### src/source/tpuPkg.sv
`default_nettype none

package tpuPkg;

    // ==============================
    // Array and memory sizes
    // ==============================
    localparam int ArraySize    = 4;                       // N, PE rows and columns
    localparam int MemDepth     = ArraySize * ArraySize;   // Elements per matrix
    localparam int MemAddrWidth = $clog2(MemDepth);        // Element write address
    localparam int RowAddrWidth = $clog2(ArraySize);       // Row index

    // ==============================
    // Data widths
    // ==============================
    localparam int WeightWidth = 8;                        // Signed weight
    localparam int ActWidth    = 7;                        // Unsigned activation

    // Product plus sign of the unsigned operand plus growth over N terms
    localparam int PsumWidth = WeightWidth + ActWidth + 1 + $clog2(ArraySize);

    // Issue to realigned row, two N-deep sweeps plus the output register
    localparam int ResultLatency = 2 * ArraySize + 1;

    // Element types
    typedef logic signed [WeightWidth-1:0] weightT;
    typedef logic        [ActWidth-1:0]    actT;
    typedef logic signed [PsumWidth-1:0]   psumT;

    // Job sequencer states
    typedef enum logic [1:0] {
        LoadMem,        // Idle, host writes the memories
        PreloadWeight,  // Weights shift down into the array
        Calc,           // Activation rows issued
        Drain           // Wait for the last row to leave the array
    } stateT;

endpackage

`default_nettype wire

### src/source/weightMemory.sv
`timescale 1ns/100ps
`default_nettype none

module weightMemory (
    input  logic                              clk,
    input  logic                              memWriteEn,
    input  logic [tpuPkg::MemAddrWidth-1:0]   weightAddr,
    input  tpuPkg::weightT                    weight,
    input  logic [tpuPkg::RowAddrWidth-1:0]   weightRow,
    output tpuPkg::weightT                    rowWeights [tpuPkg::ArraySize]
);

    // Element k*N + j holds weight[k][j]
    tpuPkg::weightT mem [tpuPkg::MemDepth];

    // Single element writes from the host
    always_ff @(posedge clk) begin
        if (memWriteEn) begin
            mem[weightAddr] <= weight;
        end
    end

    // Whole row read, no register, so the array top edge sees it in the same cycle
    always_comb begin
        for (int j = 0; j < tpuPkg::ArraySize; j++) begin
            rowWeights[j] = mem[int'(weightRow) * tpuPkg::ArraySize + j];  // Column j of row
        end
    end

endmodule

`default_nettype wire

### src/source/activationFeeder.sv
`timescale 1ns/100ps
`default_nettype none

module activationFeeder (
    input  logic                              clk,
    input  logic                              rst,
    input  logic                              memWriteEn,
    input  logic [tpuPkg::MemAddrWidth-1:0]   activationAddr,
    input  tpuPkg::actT                       activation,
    input  logic                              actIssue,
    input  logic [tpuPkg::RowAddrWidth-1:0]   actRow,
    output tpuPkg::actT                       leftActs [tpuPkg::ArraySize],
    output logic                              rowValid
);

    // Element r*N + k holds activation[r][k]
    tpuPkg::actT mem [tpuPkg::MemDepth];

    always_ff @(posedge clk) begin
        if (memWriteEn) begin
            mem[activationAddr] <= activation;
        end
    end

    // ==============================
    // Row register and skew bank
    // ==============================
    // Lane k is the row register followed by k skew stages, which gives the
    // 45 degree wavefront on the array's left edge
    for (genvar k = 0; k < tpuPkg::ArraySize; k++) begin : gLane
        tpuPkg::actT pipe [k+1];  // pipe[0] is the row register

        always_ff @(posedge clk) begin
            if (rst) begin
                for (int s = 0; s <= k; s++) begin
                    pipe[s] <= '0;
                end
            end else begin
                // Zero fill between rows keeps idle partial sums at zero
                pipe[0] <= actIssue ? mem[int'(actRow) * tpuPkg::ArraySize + k] : '0;
                for (int s = 1; s <= k; s++) begin
                    pipe[s] <= pipe[s-1];  // One column of skew per stage
                end
            end
        end

        assign leftActs[k] = pipe[k];  // Row k of the array
    end

    // Marks the cycle the row register holds an issued row, unskewed
    always_ff @(posedge clk) begin
        if (rst) begin
            rowValid <= 1'b0;
        end else begin
            rowValid <= actIssue;
        end
    end

    // A job issues N rows, so a longer burst means the sequencer overran Calc
    assert property (@(posedge clk) disable iff (rst)
        rowValid [*tpuPkg::ArraySize] |=> !rowValid)
        else $error("rowValid high for more than ArraySize cycles");

endmodule

`default_nettype wire

### src/source/tpuController.sv
`timescale 1ns/100ps
`default_nettype none

module tpuController (
    input  logic                              clk,
    input  logic                              rst,
    input  logic                              start,
    input  logic                              memWrite,
    output logic                              memWriteEn,
    output logic                              weightLoad,
    output logic                              actIssue,
    output logic                              busy,
    output logic                              done,
    output logic [tpuPkg::RowAddrWidth-1:0]   weightRow,
    output logic [tpuPkg::RowAddrWidth-1:0]   actRow
);

    // Wide enough for the longest phase, which is Drain
    typedef logic [$clog2(tpuPkg::ResultLatency)-1:0] countT;

    tpuPkg::stateT state;
    countT         cycleCnt;  // Cycle within the current phase
    logic          idle;      // Ready for writes and a new start

    // ==============================
    // Decoded outputs
    // ==============================
    // The done cycle already sits in LoadMem but still counts as busy
    assign idle       = (state == tpuPkg::LoadMem) && !done;
    assign busy       = !idle;
    assign memWriteEn = memWrite && idle;                   // Host writes only when idle
    assign weightLoad = (state == tpuPkg::PreloadWeight);
    assign actIssue   = (state == tpuPkg::Calc);

    // Preload reads the last weight row first so row 0 ends at the top
    assign weightRow = tpuPkg::RowAddrWidth'(tpuPkg::ArraySize - 1)
                     - cycleCnt[tpuPkg::RowAddrWidth-1:0];
    assign actRow    = cycleCnt[tpuPkg::RowAddrWidth-1:0];  // Rows in order 0..N-1

    // ==============================
    // Job sequencer
    // ==============================
    always_ff @(posedge clk) begin
        if (rst) begin
            state    <= tpuPkg::LoadMem;
            cycleCnt <= '0;
            done     <= 1'b0;
        end else begin
            done <= 1'b0;  // Single cycle pulse
            case (state)
                tpuPkg::LoadMem: begin
                    if (start && !done) begin  // start during done is still busy
                        state    <= tpuPkg::PreloadWeight;
                        cycleCnt <= '0;
                    end
                end
                tpuPkg::PreloadWeight: begin
                    if (cycleCnt == countT'(tpuPkg::ArraySize - 1)) begin
                        state    <= tpuPkg::Calc;
                        cycleCnt <= '0;
                    end else begin
                        cycleCnt <= cycleCnt + 1'b1;
                    end
                end
                tpuPkg::Calc: begin
                    if (cycleCnt == countT'(tpuPkg::ArraySize - 1)) begin
                        state    <= tpuPkg::Drain;
                        cycleCnt <= '0;
                    end else begin
                        cycleCnt <= cycleCnt + 1'b1;
                    end
                end
                tpuPkg::Drain: begin
                    // Last result row is on the output in the final Drain cycle
                    if (cycleCnt == countT'(tpuPkg::ResultLatency - 1)) begin
                        state    <= tpuPkg::LoadMem;
                        cycleCnt <= '0;
                        done     <= 1'b1;
                    end else begin
                        cycleCnt <= cycleCnt + 1'b1;
                    end
                end
                default: state <= tpuPkg::LoadMem;
            endcase
        end
    end

    // Preload hands over to Calc after exactly N cycles and never overlaps it
    assert property (@(posedge clk) disable iff (rst)
        $rose(weightLoad) |-> (weightLoad && !actIssue) [*tpuPkg::ArraySize]
            ##1 (actIssue && !weightLoad) [*tpuPkg::ArraySize] ##1 !actIssue)
        else $error("weightLoad and actIssue overlap or a phase has the wrong length");

endmodule

`default_nettype wire

### src/source/processingElement.sv
`timescale 1ns/100ps
`default_nettype none

module processingElement (
    input  logic           clk,
    input  logic           rst,
    input  logic           weightLoad,
    input  tpuPkg::weightT weightIn,
    output tpuPkg::weightT weightOut,
    input  tpuPkg::actT    actIn,
    output tpuPkg::actT    actOut,
    input  tpuPkg::psumT   psumIn,
    output tpuPkg::psumT   psumOut
);

    logic signed [tpuPkg::ActWidth:0] actSigned;  // Activation with a zero sign bit
    tpuPkg::psumT                     product;

    // Both operands signed so the weight sign extends correctly
    assign actSigned = {1'b0, actIn};
    assign product   = tpuPkg::psumT'(weightOut) * tpuPkg::psumT'(actSigned);

    always_ff @(posedge clk) begin
        if (rst) begin
            weightOut <= '0;
            actOut    <= '0;
            psumOut   <= '0;
        end else begin
            if (weightLoad) begin
                weightOut <= weightIn;  // Shift down, held otherwise
            end
            actOut  <= actIn;             // On to the next column
            psumOut <= psumIn + product;  // On to the next row
        end
    end

endmodule

`default_nettype wire

### src/source/systolicArray.sv
`timescale 1ns/100ps
`default_nettype none

module systolicArray (
    input  logic           clk,
    input  logic           rst,
    input  logic           weightLoad,
    input  tpuPkg::weightT topWeights [tpuPkg::ArraySize],
    input  tpuPkg::actT    leftActs   [tpuPkg::ArraySize],
    output tpuPkg::psumT   bottomSums [tpuPkg::ArraySize]
);

    localparam int N = tpuPkg::ArraySize;

    // Grid wiring, one extra row or column for the far edge
    tpuPkg::weightT weightW [N+1][N];  // Downward weights
    tpuPkg::actT    actW    [N][N+1];  // Rightward activations
    tpuPkg::psumT   psumW   [N+1][N];  // Downward partial sums

    // Edge connections
    for (genvar e = 0; e < N; e++) begin : gEdge
        assign weightW[0][e] = topWeights[e];
        assign actW[e][0]    = leftActs[e];
        assign psumW[0][e]   = '0;              // Columns start from zero
        assign bottomSums[e] = psumW[N][e];
    end

    // ==============================
    // PE grid, row i and column j
    // ==============================
    for (genvar i = 0; i < N; i++) begin : gRow
        for (genvar j = 0; j < N; j++) begin : gCol
            processingElement u_pe (
                .clk        (clk),
                .rst        (rst),
                .weightLoad (weightLoad),
                .weightIn   (weightW[i][j]),
                .weightOut  (weightW[i+1][j]),
                .actIn      (actW[i][j]),
                .actOut     (actW[i][j+1]),
                .psumIn     (psumW[i][j]),
                .psumOut    (psumW[i+1][j])
            );
        end
    end

endmodule

`default_nettype wire

### src/source/outputDeskew.sv
`timescale 1ns/100ps
`default_nettype none

module outputDeskew (
    input  logic         clk,
    input  logic         rst,
    input  tpuPkg::psumT bottomSums [tpuPkg::ArraySize],
    input  logic         rowValid,
    output tpuPkg::psumT result     [tpuPkg::ArraySize],
    output logic         resultValid
);

    localparam int N = tpuPkg::ArraySize;

    // Column j leaves the array j cycles after column 0, so it gets
    // N-1-j deskew stages plus the shared output register
    for (genvar j = 0; j < N; j++) begin : gCol
        tpuPkg::psumT pipe [N-j];

        always_ff @(posedge clk) begin
            pipe[0] <= bottomSums[j];
            for (int s = 1; s < N - j; s++) begin
                pipe[s] <= pipe[s-1];
            end
        end

        assign result[j] = pipe[N-j-1];  // Last stage is the output register
    end

    // ==============================
    // Valid delay line
    // ==============================
    // rowValid is one cycle after issue, so the rest of the latency is here
    logic [tpuPkg::ResultLatency-2:0] validPipe;

    always_ff @(posedge clk) begin
        if (rst) begin
            validPipe <= '0;
        end else begin
            validPipe <= {validPipe[tpuPkg::ResultLatency-3:0], rowValid};
        end
    end

    assign resultValid = validPipe[tpuPkg::ResultLatency-2];

    // One job yields N rows, a longer run means rows from two jobs merged
    assert property (@(posedge clk) disable iff (rst)
        resultValid [*N] |=> !resultValid)
        else $error("resultValid high for more than ArraySize cycles");

endmodule

`default_nettype wire

### src/source/tpuCore.sv
`timescale 1ns/100ps
`default_nettype none

module tpuCore (
    input  logic                              clk,
    input  logic                              rst,
    input  logic                              memWrite,
    input  tpuPkg::weightT                    weight,
    input  logic [tpuPkg::MemAddrWidth-1:0]   weightAddr,
    input  tpuPkg::actT                       activation,
    input  logic [tpuPkg::MemAddrWidth-1:0]   activationAddr,
    input  logic                              start,
    output logic                              busy,
    output tpuPkg::psumT                      result [tpuPkg::ArraySize],
    output logic                              resultValid,
    output logic                              done
);

    logic                            memWriteEn;   // Host write, idle only
    logic                            weightLoad;
    logic                            actIssue;
    logic [tpuPkg::RowAddrWidth-1:0] weightRow;
    logic [tpuPkg::RowAddrWidth-1:0] actRow;
    logic                            rowValid;     // Unskewed issue marker
    tpuPkg::weightT                  rowWeights [tpuPkg::ArraySize];
    tpuPkg::actT                     leftActs   [tpuPkg::ArraySize];
    tpuPkg::psumT                    bottomSums [tpuPkg::ArraySize];

    tpuController u_ctrl (
        .clk(clk), .rst(rst), .start(start), .memWrite(memWrite),
        .memWriteEn(memWriteEn), .weightLoad(weightLoad), .actIssue(actIssue),
        .busy(busy), .done(done), .weightRow(weightRow), .actRow(actRow)
    );

    weightMemory u_wmem (
        .clk(clk), .memWriteEn(memWriteEn), .weightAddr(weightAddr),
        .weight(weight), .weightRow(weightRow), .rowWeights(rowWeights)
    );

    activationFeeder u_feed (
        .clk(clk), .rst(rst), .memWriteEn(memWriteEn), .activationAddr(activationAddr),
        .activation(activation), .actIssue(actIssue), .actRow(actRow),
        .leftActs(leftActs), .rowValid(rowValid)
    );

    systolicArray u_array (
        .clk(clk), .rst(rst), .weightLoad(weightLoad), .topWeights(rowWeights),
        .leftActs(leftActs), .bottomSums(bottomSums)
    );

    outputDeskew u_deskew (
        .clk(clk), .rst(rst), .bottomSums(bottomSums), .rowValid(rowValid),
        .result(result), .resultValid(resultValid)
    );

endmodule

`default_nettype wire

### config.mk
export PLATFORM = sky130hd
export DESIGN_NAME = tpuCore
export DESIGN_NICKNAME = d
export VERILOG_FILES = /design/src/source/tpuPkg.sv /design/src/source/weightMemory.sv /design/src/source/activationFeeder.sv /design/src/source/tpuController.sv /design/src/source/processingElement.sv /design/src/source/systolicArray.sv /design/src/source/outputDeskew.sv /design/src/source/tpuCore.sv
export SDC_FILE = /design/constraint.sdc
export NUM_CORES = 2
export LEC_CHECK = 0
export BUFFER_PORTS_ARGS = -buffer_cell sky130_fd_sc_hd__buf_2
export CORE_MARGIN = 1
export CORE_UTILIZATION = 39
export DETAILED_ROUTE_END_ITERATION = 8
export PLACE_DENSITY = 0.66
export SKIP_CTS_REPAIR_TIMING = 1
export SYNTH_ARGS = -nofsm -noshare
export SYNTH_HDL_FRONTEND = slang
export SYNTH_SLANG_ARGS = --single-unit
### constraint.sdc
create_clock -name clk -period 7.3 [get_ports clk]
set_clock_uncertainty 0.2 [all_clocks]
set_input_delay 0.73 -clock clk [delete_from_list [all_inputs] [get_ports clk]]
set_output_delay 0.73 -clock clk [all_outputs]
set_load 0.1 [all_outputs]
---- After elaboration in Yosys (flattened, before gate mapping) ----
Memories as Yosys holds them, arrays and structs flattened. A register that Yosys moved wholly into a read port is not among the register bits.
Index checks and enable logic that the tools add are counted.
word-level totals
  bits in registers ....................... 484
  bits in writable memories ............... 490
  input bits .............................. 27
  output and inout bits ................... 75
  logic and storage cells ................. 152
  memories ................................ 10
operators by class
  add/subtract/negate cells ............... 20
  multipliers ............................. 16
  eq/ne operators ......................... 9
  multiplexer cells ....................... 32
  bitwise gates (word level) .............. 10
  reduce and logical (&&, ||, !) cells .... 10
memories
  name                   words  width  read ports  clocked after Yosys merged registers in  write ports  RTL line                source
  u_wmem.mem             16     8      4           4                                        1            weightMemory.sv:14      tpuPkg::weightT mem [tpuPkg::MemDepth];
  u_feed.mem             16     7      4           1                                        1            activationFeeder.sv:17  tpuPkg::actT mem [tpuPkg::MemDepth];
  u_deskew.gCol[0].pipe  4      18     4           0                                        4            outputDeskew.sv:18      tpuPkg::psumT pipe [N-j];
  u_deskew.gCol[1].pipe  3      18     3           0                                        3            outputDeskew.sv:18
  u_deskew.gCol[2].pipe  2      18     2           0                                        2            outputDeskew.sv:18
  u_feed.gLane[3].pipe   4      7      4           0                                        4            activationFeeder.sv:31  tpuPkg::actT pipe [k+1];
  4 more memories        -      -      -           -                                        -            -
operators with widths
  cell                                           number
  multiplier 8 x 8 -> 16 bit                     16
  adder 18 bit                                   12
  2-to-1 mux 7 bit                               14
  2-to-1 mux 4 bit                               5
  adder 4 x 2 -> 4 bit, second input constant    4
  adder 4 x 1 -> 4 bit, second input constant    3
  case mux 4 bit (3 select lines)                1
  OR 1 bit                                       9
  2-to-1 mux 2 bit                               4
  case mux 2 bit (4 select lines)                1
  2-to-1 mux 1 bit                               7
  OR reduction 7 bit                             1
  != test 2 bit, second input constant           3
  == test 2 bit, second input constant           2
  == test 4 x 2 -> 1 bit, second input constant  1
  == test 4 bit, second input constant           1
  AND reduction 4 bit                            1
  OR reduction 2 bit                             2
  logical AND 1 bit                              3
  == test 2 x 1 -> 1 bit, second input constant  1
  zero test 1 bit                                2
  zero test 2 bit                                1
  != test 2 x 1 -> 1 bit, second input constant  1
  subtractor 2 bit, first input constant         1
  NOT 1 bit                                      1

---- Longest topological paths before layout ----
  word-level depth ........................ 6
  gate-level depth with buffers ........... 24
  gate-level depth less buffers ........... 24

---- By module ----
A second synthesis with hierarchy kept.
unflattened totals
  cell total of the unflattened synthesis .. 7838
  area, all modules ....................... 80733.7 µm²
by module, submodules not included
  module                                                 times used  cells each  area each (µm²)  sequential area each (µm²)
  processingElement at u_array.gRow[1].gCol[0].u_pe ...  9           440         4070.2           660.6
  processingElement at u_array.gRow[0].gCol[1].u_pe ...  3           431         4075.2           660.6
  processingElement at u_array.gRow[3].gCol[1].u_pe ...  2           440         4062.6           660.6
  activationFeeder                                       1           364         6277.3           4784.6
  weightMemory                                           1           190         4768.3           3843.7
  outputDeskew                                           1           232         4083.9           3763.6
  processingElement at u_array.gRow[3].gCol[3].u_pe      1           430         4077.7           660.6
  processingElement at u_array.gRow[0].gCol[0].u_pe      1           430         4057.6           660.6
  tpuController                                          1           58          483.0            140.1
  systolicArray                                          1           1           3.8              0.0

---- Worst setup path before layout ----
OpenSTA, ideal clock, no wires.
  path type ............................... flip-flop to flip-flop
  start point ............................. memory u_feed.gLane[3].pipe[3][2] (netlist bit)
  end point ............................... register u_array.gRow[3].gCol[0].u_pe.psumOut[17]
  library setup time ...................... 0.071 ns
  data arrival time ....................... 5.355 ns
  data required time ...................... 7.029 ns
  slack ................................... 1.675 ns
  cell stages (with the launch flop) ...... 22
  path buffers ............................ 0
  period minus slack after synthesis ...... 5.625 ns
  cells stage by stage .................... dfxtp_1 and2_1 fa_1 fa_1 inv_1 fa_1 fa_1 inv_1 ha_1 nor2b_1 o21a_1 o311ai_1 nand3b_1 xor2_1 ha_1 a21o_1 or2_2 a22o_1 a311oi_1 a21oi_1 or2_1 a21oi_1
RTL lines
  item                  RTL line                 source
  from (decl)           activationFeeder.sv:31
  to (signal assigned)  processingElement.sv:33  psumOut <= psumIn + product;
  to (decl)             processingElement.sv:13  output tpuPkg::psumT psumOut

---- Final worst setup path ----
  start point ............................. register u_array.gRow[3].gCol[0].u_pe.weightOut[7]
  end point ............................... register u_array.gRow[3].gCol[0].u_pe.psumOut[17]
on the way
  word-level cells in the longest chain between the ends .. 2
ends and longest elaborated chain
  item                        RTL line                 source
  from (decl)                 processingElement.sv:9   output tpuPkg::weightT weightOut,
  from (signal assigned)      processingElement.sv:30  weightOut <= weightIn;
  multiplier 8 x 8 -> 16 bit  processingElement.sv:21  assign product = tpuPkg::psumT'(weightOut) * tpuPkg::psumT'(actSigned);
  adder 18 bit                processingElement.sv:33
Every way passes these cells.
A chain may end at the register's enable or synchronous reset.

==> summary.txt <==
Global routing
  – GRT Overall Usage: 0.1634
  – Largest net degree at the start of global routing: 171
  – Global routing met3 resource utilization: 0.02411
  – Initial antenna violation count: 19
  – Met2 GRT Util: 0.2802
  – Met1 Use GR: 0.2120
  – Grt peak-use layer: met2
  – Number of global-route vias before repair: 51460
  – Total gr overflow: 0
  – First-pass GRT wire length: 257400 um

Yosys
  – FFs w/ async S/R, synth: 0
  – Ys flop type: dfxtp_1
  – Area contributors post-synth: dfxtp_1, fa_1, ha_1, edfxtp_1, and2_1
  – Post-synth EDFFs: 240
  – Syn_area_per_cell: 10.17 sq um
  – Mapped cell area: 74170 sq um
  – Synth area leader: dfxtp_1
  – Distinct cell type count after synthesis: 80
  – Synthesized netlist net count: 8801
  – Top cell type's share of synthesized area: 0.2051
  – Synth Register Bits: 1000
  – Yosys warns: 0
  – Seq/Total Area, Yosys: 0.3023
  – Post-Syn Instances: 7291

Drt
  – Routed wire length: 152500 um
  – Post-DRT Antenna Nets: 0
  – DRT Pass-1 Iters: 5
  – DR iter-0 viols: 2328
  – Routed vias: 48340
  – Via density: 4.844
  – DRC: 0
  – DR WL/cell: 15.28 um

Finish
  – Commonest non-fill, non-tap cells in the layout: inv_1, and2_1, dfxtp_1
  – Nets: 8892
  – Fillers: 17790
  – Area grow syn2layout: 9.382%
  – Commonest non-fill, non-tap cell in the layout: inv_1
  – Layout cells sized above 1: 0.05414

Clock tree
  – H-tree levels: 3
  – Number of CTS-inserted buffers: 111
  – Clk_lat worst skew: 780 ps
  – CTS tree: done
  – Max Root-Sink Buffers: 3
  – Root buf cell: clkbuf_16
  – Clock sinks: 1000
  – Clk pin slew, worst setup/hold paths: 70 ps

Timing
  – Final setup violation count: 0
  – Fmax: 0.1624 GHz
  – Setup TNS: 0 ps
  – Worst setup margin: 1142 ps
  – Hold Vio Cnt, Final: 0
  – Min cycle time layout: 6158 ps
  – Final Max Slew Viols: 0
  – Crit share post-route: 0.8436
  – Worst slew margin: 0.1121
  – Worst-margin pin slew: 1322 ps
  – RSZ-0062 raised after global routing: no

Setup path
  – Worst Path Max Fanout: 8
  – Reg2reg setup slack: 1140 ps
  – CP required: 7760 ps
  – Critical Path Sink Type: flip-flop
  – Worst-case reg-to-reg path depth: 23
  – R2r endpoint: u_array.gRow[3].gCol[0].u_pe.psumOut[17]
  – Critical setup path kind: reg -> reg
  – Type of origin of the critical path: flip-flop
  – Worst r2r src: u_array.gRow[3].gCol[0].u_pe.weightOut[7]
  – Critical Path AT: 6620 ps

Die
  – Die ar.: 191900 sq um
  – FP Rows: 159
  – Core region area: 188400 sq um
  – Initial Util: 0.3937
  – Num ports: 102
  – Overall die width: 438.1 um
  – Die Y: 438.1 um

Pwr
  – P_leak: 38.87 nW
  – Worst vdd ir: 0.0002883 V
  – Total power per unit cell area: 159.2 nW/um^2

Worst hold path
  – Min-Delay Path Depth: 0
  – Min-delay src: u_array.gRow[3].gCol[2].u_pe.psumOut[0]
  – Hold Path Sink: u_deskew.gCol[2].pipe[0][0]
  – Class of the worst hold path: reg -> reg

Place
  – Input/output buffers: 101
  – Dpl ws: 1237 ps
  – Routability cong.: 0.8710
  – Hpwl dp: 119100 um

Job
  – Maxcap violations: 0

Outcome
  – Status: complete, no violations
## final cells by class
class	instances	area, sq um	share of cell area
Sequential cell	1000	22430	0.2765
Clock inverter	71	793.3	0.009778
Timing Repair Buffer	111	615.6	0.007588
Multi-Input combinational cell	4911	46440	0.5724
Clock buffer	141	3035	0.03742
Tap cell	2495	3122	0.03848
Inverter	1247	4681	0.05770
Antenna cell	4	10.01	0.0001234
## worst max path at each step
stage,endpoint,start,slack (ps)
floorplan,u_array.gRow[3].gCol[0].u_pe.psumOut[17],u_feed.gLane[3].pipe[3][2],1670
global placement,u_array.gRow[3].gCol[0].u_pe.psumOut[17],u_feed.gLane[3].pipe[3][2],1200
detailed placement,u_array.gRow[3].gCol[0].u_pe.psumOut[17],u_feed.gLane[3].pipe[3][2],1240
CTS,u_array.gRow[3].gCol[0].u_pe.psumOut[17],u_array.gRow[3].gCol[0].u_pe.weightOut[7],1140
global route,u_array.gRow[3].gCol[0].u_pe.psumOut[17],u_array.gRow[3].gCol[0].u_pe.weightOut[5],760
finish,u_array.gRow[3].gCol[0].u_pe.psumOut[17],u_array.gRow[3].gCol[0].u_pe.weightOut[7],1140
## synthesized netlist by cell type, types with 43 or more instances
library cell / count
inv_1: 1247
and2_1: 771
dfxtp_1: 760
fa_1: 748
ha_1: 735
nor2_1: 519
a21oi_1: 258
nand2_1: 255
edfxtp_1: 240
nor2b_1: 238
xnor2_1: 233
xor2_1: 142
mux2i_1: 134
a21o_1: 115
o21ai_0: 112
nor3_1: 75
clkbuf_1: 72
mux4_2: 60
nand2b_1: 53
o21a_1: 45
nand3_1: 43
## power breakdown
part           internal [mW]  switching, mW
clock network           3.30           2.50
registers               5.83          0.286
logic                  0.438          0.568
total                   9.56           3.36
## state kept, by name (all words and copies together) (netlist names), named ones only
name / cells
u_ctrl.state: 2
u_feed.gLane.pipe: 70
u_deskew.gCol.pipe: 180
u_deskew.validPipe: 8
u_wmem.mem: 128
u_array.gRow.gCol.u_pe.actOut: 84
u_array.gRow.gCol.u_pe.weightOut: 128
u_ctrl.done: 1
u_feed.rowValid: 1
u_feed.mem: 112
u_array.gRow.gCol.u_pe.psumOut: 280
u_ctrl.cycleCnt: 4
## worst max-delay path, cell delays in order, from the launching register on
cell and delay, ps:
dfxtp_1 400, nand2_1 130, inv_1 90, fa_1 580, inv_1 100, fa_1 490, inv_1 50, fa_1 480
inv_1 50, fa_1 480, inv_1 40, ha_1 360, and3_1 200, a21oi_1 160, nand3b_1 110, xor2_1 170
ha_1 340, a21o_1 190, or2_2 290, a22o_1 210, a311oi_1 400, a21oi_1 140, or2_1 230, a21oi_1 140
## per-stage QoR
| stage | hold WS (ps) | utilization | total power, mW | instances | area (sq um) |
|---|---|---|---|---|---|
| finish | 113.2 | 0.4306 | 12.92 | 9980 | 81120 |
| global route | 103.1 | 0.4306 | 13.45 | 9979 | 81120 |
| CTS | 90.75 | 0.4305 | 13.11 | 9976 | 81110 |
| detailed placement | 112.1 | 0.4102 | 7.250 | 9764 | 77290 |
| global placement | 110.7 | 0.4102 | 7.226 | 9764 | 77290 |
| floorplan | 109.6 | - | 6.892 | 7291 | 74170 |
## cell families after synthesis
family	Yosys count	share of synthesized area
AOI/OAI and AO/OA	796	0.06989
xor gates and xnor gates	389	0.04845
adders and majority gates	1483	0.3259
buffers and inverters	1380	0.07172
DFF	1000	0.3023
muxes	196	0.03661
and+or+nand+nor	2047	0.1451
## layer usage
metal,share of wire,vias up
li1,-,23520
met1,0.45,23900
met2,0.48,693
met3,0.039,214
met4,0.026,18
met5,0.00071,-
(Power assumes the default switching activity.)
